===== config.mk =====
export PLATFORM = sky130hd
export DESIGN_NAME = uart_tx_top
export DESIGN_NICKNAME = d
export VERILOG_FILES = /design/src/hw/uart_pkg.sv /design/src/hw/baud_tick_gen.sv /design/src/hw/tx_fifo.sv /design/src/hw/uart_tx.sv /design/src/hw/uart_tx_top.sv
export SDC_FILE = /design/constraint.sdc
export NUM_CORES = 1
export LEC_CHECK = 0
export ABC_CLOCK_PERIOD_IN_PS = 2510
export BUFFER_PORTS_ARGS = -buffer_cell sky130_fd_sc_hd__buf_4
export CAP_MARGIN = 20
export CORE_ASPECT_RATIO = 0.9
export CORE_MARGIN = 4
export CORE_UTILIZATION = 61
export DETAILED_ROUTE_END_ITERATION = 16
export PLACE_DENSITY_LB_ADDON = 0.1
export RECOVER_POWER = 100
export SYNTH_ARGS = -nofsm -noshare
export SYNTH_HDL_FRONTEND = slang
export SYNTH_SLANG_ARGS = --single-unit
export TNS_END_PERCENT = 1

===== constraint.sdc =====
create_clock -name clk_i -period 2.51 [get_ports clk_i]
set_input_delay 0.502 -clock clk_i [delete_from_list [all_inputs] [get_ports clk_i]]
set_output_delay 0.502 -clock clk_i [all_outputs]
set_load 0.01 [all_outputs]

===== src/hw/uart_pkg.sv =====
`default_nettype none

package uart_pkg;

	// parity bit selection
	typedef enum logic [1:0] {
		PAR_NONE = 2'd0,
		PAR_EVEN = 2'd1,
		PAR_ODD  = 2'd2
	} parity_mode_t;

	// one FIFO entry, host byte plus message marker
	typedef struct packed {
		logic       last;  // end of host message
		logic [7:0] data;  // sent lsb first
	} tx_byte_t;

	localparam int unsigned DEF_CLKS_PER_BIT = 16;  // clocks per serial bit
	localparam int unsigned DEF_FIFO_DEPTH   = 8;   // power of two, at least 2

endpackage

`default_nettype wire


===== src/hw/baud_tick_gen.sv =====
`timescale 1ns/10ps
`default_nettype none

module baud_tick_gen #(
	parameter int unsigned CLKS_PER_BIT = uart_pkg::DEF_CLKS_PER_BIT
) (
	input  wire logic clk_i,
	input  wire logic rst_i,
	output logic      tick_o
);

	localparam int unsigned CNT_W = (CLKS_PER_BIT > 1) ? $clog2(CLKS_PER_BIT) : 1;
	localparam logic [CNT_W-1:0] CNT_MAX = CNT_W'(CLKS_PER_BIT - 1);

	logic [CNT_W-1:0] cnt;
	logic             wrap;

	assign wrap = (cnt == CNT_MAX);  // last clock of the bit period

	// tick registered so the first one lands CLKS_PER_BIT cycles out of reset
	always_ff @(posedge clk_i) begin
		if (rst_i) begin
			cnt    <= '0;
			tick_o <= 1'b0;
		end else begin
			if (wrap) begin
				cnt <= '0;
			end else begin
				cnt <= cnt + 1'b1;
			end
			tick_o <= wrap;
		end
	end

endmodule

`default_nettype wire


===== src/hw/tx_fifo.sv =====
`timescale 1ns/10ps
`default_nettype none

module tx_fifo #(
	parameter int unsigned FIFO_DEPTH = uart_pkg::DEF_FIFO_DEPTH
) (
	input  wire logic               clk_i,
	input  wire logic               rst_i,

	input  wire logic               s_valid_i,
	input  wire uart_pkg::tx_byte_t s_data_i,
	output logic                    s_ready_o,

	output logic                    m_valid_o,
	output uart_pkg::tx_byte_t      m_data_o,
	input  wire logic               m_ready_i
);

	import uart_pkg::*;

	localparam int unsigned AW = $clog2(FIFO_DEPTH);

	tx_byte_t     mem [FIFO_DEPTH];
	logic [AW:0]  wr_ptr;  // extra msb marks the wrap
	logic [AW:0]  rd_ptr;
	logic [AW-1:0] wr_addr;
	logic [AW-1:0] rd_addr;
	logic         full;
	logic         empty;
	logic         push;
	logic         pop;

	assign wr_addr = wr_ptr[AW-1:0];
	assign rd_addr = rd_ptr[AW-1:0];

	// same slot, different lap means full
	assign full  = (wr_ptr[AW] != rd_ptr[AW]) && (wr_addr == rd_addr);
	assign empty = (wr_ptr == rd_ptr);

	assign s_ready_o = ~full;
	assign m_valid_o = ~empty;
	assign m_data_o  = mem[rd_addr];  // head of queue

	assign push = s_valid_i && s_ready_o;
	assign pop  = m_valid_o && m_ready_i;

	always_ff @(posedge clk_i) begin
		if (push) begin
			mem[wr_addr] <= s_data_i;
		end
	end

	always_ff @(posedge clk_i) begin
		if (rst_i) begin
			wr_ptr <= '0;
		end else if (push) begin
			wr_ptr <= wr_ptr + 1'b1;
		end
	end

	always_ff @(posedge clk_i) begin
		if (rst_i) begin
			rd_ptr <= '0;
		end else if (pop) begin
			rd_ptr <= rd_ptr + 1'b1;
		end
	end

endmodule

`default_nettype wire


===== src/hw/uart_tx.sv =====
`timescale 1ns/10ps
`default_nettype none

module uart_tx #(
	parameter uart_pkg::parity_mode_t PARITY = uart_pkg::PAR_NONE
) (
	input  wire logic               clk_i,
	input  wire logic               rst_i,
	input  wire logic               tick_i,

	input  wire logic               in_valid_i,
	input  wire uart_pkg::tx_byte_t in_data_i,
	output logic                    in_ready_o,

	output logic                    tx_o,
	output logic                    frame_done_o,
	output logic                    frame_last_o
);

	import uart_pkg::*;

	typedef enum logic [2:0] {
		ST_IDLE   = 3'd0,
		ST_START  = 3'd1,
		ST_DATA   = 3'd2,
		ST_PARITY = 3'd3,
		ST_STOP   = 3'd4
	} state_t;

	state_t     state;
	logic [2:0] bit_idx;   // data bit on the line
	logic [7:0] shift_q;   // remaining data bits
	logic       par_q;
	logic       last_q;
	logic       pop;
	logic       shift_en;
	logic       odd_flip;

	assign odd_flip = (PARITY == PAR_ODD);

	// one-cycle pop window, idle and on a tick
	assign in_ready_o = (state == ST_IDLE) && tick_i;
	assign pop        = in_ready_o && in_valid_i;

	assign shift_en = tick_i &&
		((state == ST_START) || ((state == ST_DATA) && (bit_idx != 3'd7)));

	// byte, parity and marker captured at the pop
	always_ff @(posedge clk_i) begin
		if (pop) begin
			shift_q <= in_data_i.data;
			par_q   <= (^in_data_i.data) ^ odd_flip;
			last_q  <= in_data_i.last;
		end else if (shift_en) begin
			shift_q <= {1'b0, shift_q[7:1]};
		end
	end

	always_ff @(posedge clk_i) begin
		if (rst_i) begin
			state        <= ST_IDLE;
			bit_idx      <= '0;
			tx_o         <= 1'b1;  // line idles high
			frame_done_o <= 1'b0;
			frame_last_o <= 1'b0;
		end else begin
			frame_done_o <= 1'b0;
			if (tick_i) begin
				case (state)
					ST_IDLE: begin
						if (in_valid_i) begin
							state <= ST_START;
							tx_o  <= 1'b0;  // start bit
						end
					end

					ST_START: begin
						state   <= ST_DATA;
						bit_idx <= '0;
						tx_o    <= shift_q[0];  // bit 0
					end

					ST_DATA: begin
						if (bit_idx == 3'd7) begin
							if (PARITY == PAR_NONE) begin
								state <= ST_STOP;
								tx_o  <= 1'b1;
							end else begin
								state <= ST_PARITY;
								tx_o  <= par_q;
							end
						end else begin
							bit_idx <= bit_idx + 1'b1;
							tx_o    <= shift_q[0];
						end
					end

					ST_PARITY: begin
						state <= ST_STOP;
						tx_o  <= 1'b1;  // stop bit
					end

					ST_STOP: begin
						state        <= ST_IDLE;
						frame_done_o <= 1'b1;
						frame_last_o <= last_q;
					end

					default: begin
						state <= ST_IDLE;
						tx_o  <= 1'b1;
					end
				endcase
			end
		end
	end

endmodule

`default_nettype wire


===== src/hw/uart_tx_top.sv =====
`timescale 1ns/10ps
`default_nettype none

module uart_tx_top #(
	parameter int unsigned            CLKS_PER_BIT = uart_pkg::DEF_CLKS_PER_BIT,
	parameter int unsigned            FIFO_DEPTH   = uart_pkg::DEF_FIFO_DEPTH,
	parameter uart_pkg::parity_mode_t PARITY       = uart_pkg::PAR_EVEN
) (
	input  wire logic               clk_i,
	input  wire logic               rst_i,

	input  wire logic               s_valid_i,
	input  wire uart_pkg::tx_byte_t s_data_i,
	output logic                    s_ready_o,

	output logic                    tx_o,
	output logic                    frame_done_o,
	output logic                    frame_last_o
);

	import uart_pkg::*;

	logic     tick;
	logic     fifo_valid;
	tx_byte_t fifo_data;
	logic     pop_ready;

	baud_tick_gen #(
		.CLKS_PER_BIT (CLKS_PER_BIT)
	) i_tick (
		.clk_i  (clk_i),
		.rst_i  (rst_i),
		.tick_o (tick)
	);

	tx_fifo #(
		.FIFO_DEPTH (FIFO_DEPTH)
	) i_fifo (
		.clk_i     (clk_i),
		.rst_i     (rst_i),
		.s_valid_i (s_valid_i),
		.s_data_i  (s_data_i),
		.s_ready_o (s_ready_o),
		.m_valid_o (fifo_valid),
		.m_data_o  (fifo_data),
		.m_ready_i (pop_ready)
	);

	uart_tx #(
		.PARITY (PARITY)
	) i_tx (
		.clk_i        (clk_i),
		.rst_i        (rst_i),
		.tick_i       (tick),
		.in_valid_i   (fifo_valid),
		.in_data_i    (fifo_data),
		.in_ready_o   (pop_ready),
		.tx_o         (tx_o),
		.frame_done_o (frame_done_o),
		.frame_last_o (frame_last_o)
	);

endmodule

`default_nettype wire


==> metrics.md <==
| Metric | Value |
|---|---|
| NetSw | ~770 uW |
| Global-route wire length before repair | 13000 um |
| Overall power | 3.19 mW |
| WP buf/inv | 1 |
| Gr ovfl total | 0 |
| Hold WC Path Type | in -> reg |
| Final core occ | 0.693 |
| Top post-synthesis cells by area | edfxtp_1, dfxtp_1, mux4_2 |
| Final period util | 0.931 |
| Net Sw Frac | 0.240 |
| CP dominant cell by count | xnor2_1 |
| Worst-path fanout max | 8 |
| DIE AREA | 9020 um2 |
| # hold bufs at CTS | 0 |
| TritonCTS sink count | ~110 |
| Most common library cells after synthesis | edfxtp_1, nor2_1, dfxtp_1 |
| Final ANT Viol Nets | 0 |
| Top cell type by total area after synthesis | edfxtp_1 |
| Clock Latency Late Sink | 0.37 ns |
| Max-cap violations | 0 |
| DR vias/cell | 5.76 |
| Worst path cell trace | clkbuf_2 > mux4_1 > mux2i_1 > xnor2_1 > xnor2_1 > xnor3_1 |
| Fraction of layout cells with a size suffix above 1 | 0.127 |
| Initial antenna violation count | 0 |
| CP Capture Type | register |
| Drt total wl | 7970 um |
| Internal power | ~2.4 mW |
| Post-Syn Instances | 310 |
| Post-Layout Cell Count | 432 |
| Setup tns final | 0 ns |
| Syn_area_per_cell | 14.9 um2 |
| DRC errors left | 0 |
| Final setup vio count | 0 |
| Seq/Total Area, Yosys | 0.642 |
| Seq cells post-synth | 107 |
| Top FF cell, synth | edfxtp_1 |
| Initial core utilization | 0.642 |
| CTS resizes | 0 |
| Async S/R FF share, synth | 0 |
| Status | finished, final reports clean |
| Number of synthesized flops with an enable pin | just over 80 |
| Worst path slowest cell | mux4_1 |
| Peak VDD IR | 0.489 mV |
| Placer Congestion | 0.777 |
| Area growth syn-to-layout | 8.00% |
| N_diodes | 0 |
| Synthesized Nets | 327 |
| Clk_skew | 0.00709 ns |
| Leak | 1.66 nW |
| Initial DRT Pass Iterations | 6 |
| Root buffer cell | clkbuf_8 |
| Crit path largest cell delay | roughly 0.59 ns |
| Setup Crit Path Kind | reg -> reg |
| Max-slew violations | 0 |
| Dpl cells | 416 |
| Clock power share | 0.320 |
| Clock buffer depth | 2 |
| Setup repair bufs after CTS | 0 |
| CP arrival | 2.46 ns |
| Die width | 99.7 um |
| Fmax | 428 MHz |
| Pin count of the biggest net entering global routing | 26 |
| Yosys top cell area share | 0.534 |
| Synth warn | 0 |
| Critical Path RT | between 2 and 3 ns |
| # H-tree levels | 3 |
| Most common cell in the netlist | edfxtp_1 |
| Initial DRC Count | 142 |
| I/O Buffers | 15 |
| Final net count | 351 |
| Post-layout min period | around 2.3 ns |
| Worst slew pin tran | 0.736 ns |
| Vias in the first global route | 2476 |
| Core Rows | 29 |
| CP top delay family | multiplexers |
| Hpwl dp | around 5300 um |
| Sequential share of power | 0.620 |
| IO Pins | 16 |
| Final hold vios | 0 |
| Post-DP Area | between 4000 and 5000 um2 |
| Clock transition at the registers of the reported paths | 0.11 ns |
| Number of distinct library cells after synthesis | 37 |
| Total core area | 7180 um2 |
| Max-slew headroom | 0.509 |
| Avg WL per Cell | 18.4 um |
| TritonCTS Buffers | 9 |
| Pwr dens | 641 nW/um2 |
| Design Area, Final | between 4000 and 5000 um2 |
| All-Layer GR Usage | 0.189 |
| Gate power share | 0.060 |
| Mapped cell area | roughly 4600 um2 |
| RSZ-0062 raised after global routing | false |
| TritonCTS clock tree | built |
| Die H | around 91 um |
| Crit path launch type | register |
| Vias after detailed routing | 2490 |
-- sequential cells by signal, summed over array words and instances (netlist names), named ones only --
name and flops:
i_tx.shift_q 8, i_tx.state 3, i_fifo.rd_ptr 4, i_tx.frame_last_o 1
i_fifo.mem 72, i_tx.par_q 1, i_tick.tick_o 1, i_tx.frame_done_o 1
i_tick.cnt 4, i_tx.tx_o 1, i_tx.bit_idx 3, i_tx.last_q 1
i_fifo.wr_ptr 4
-- final timing paths --
| check | endpoint | slack (ns) | from | cells past startpoint |
|---|---|---|---|---|
| worst min-delay path | i_fifo.wr_ptr[1] | 0.47 | rst_i | 2 |
| worst min register to register | i_tick.cnt[3] | 0.49 | i_tick.cnt[3] | 2 |
| worst max-delay path | i_tx.par_q | 0.17 | register | 6 |
| worst max register to register | i_tx.par_q | 0.17 | register | 6 |
-- cells in the final DEF, fill, tap and decap left out, types with 6 or more instances in the layout --
cell and count:
a21oi_1 12, clkbuf_1 20, xnor2_1 18, nand2_1 15, xor2_1 14, dfxtp_1 25
o21ai_0 13, edfxtp_1 82, mux4_1 6, clkbuf_8 9, nor2_1 34, mux2i_1 12
mux4_2 16
-- routing by layer --
metal,up-vias,GRT usage,share of wire
met5,-,0,0
met4,0,0.0455,0.011
met3,7,0.0510,0.061
met2,50,0.282,0.46
met1,1221,0.279,0.46
li1,1212,-,-
-- cell type report --
type	count	area, um2
Fill cell	536	2200
Inverter	5	18.8
Clock inverter	7	70.1
Tap cell	93	116
Sequential cell	107	2960
Timing Repair Buffer	29	143
Multi-Input combinational cell	182	1550
Clock buffer	9	124
-- logic make-up after synthesis --
group	count (synthesis)	synth area share
buffers and inverters	21	0.0206
adders and majority gates	5	0.0136
AOI/OAI and AO/OA	34	0.0418
DFF	107	0.642
and+or+nand+nor	74	0.0730
muxes	36	0.143
xor gates and xnor gates	33	0.0656
-- power by group through the flow --
| stage | sequential, mW | combinational, mW | clock, mW |
|---|---|---|---|
| 2_1_floorplan | 2.00 | 0.149 | 0 |
| 3_3_place_gp | 2.02 | 0.197 | 0 |
| 3_5_place_dp | 2.02 | 0.205 | 0 |
| 4_1_cts | 1.98 | 0.205 | 1.05 |
| 5_1_grt | 1.98 | 0.213 | 1.13 |
| 6_report | 1.98 | 0.192 | 1.02 |
-- through the flow --
step | setup WS, ns | hold WS (ns)
final | 0.172 | 0.474
after global routing | 0.0583 | 0.456
after CTS | 0.269 | 0.343
after detailed placement | 0.302 | 0.484
after global placement | 0.363 | 0.464
after floorplan | 0.245 | 0.452
Note: power is estimated with default switching activity, not from simulation.
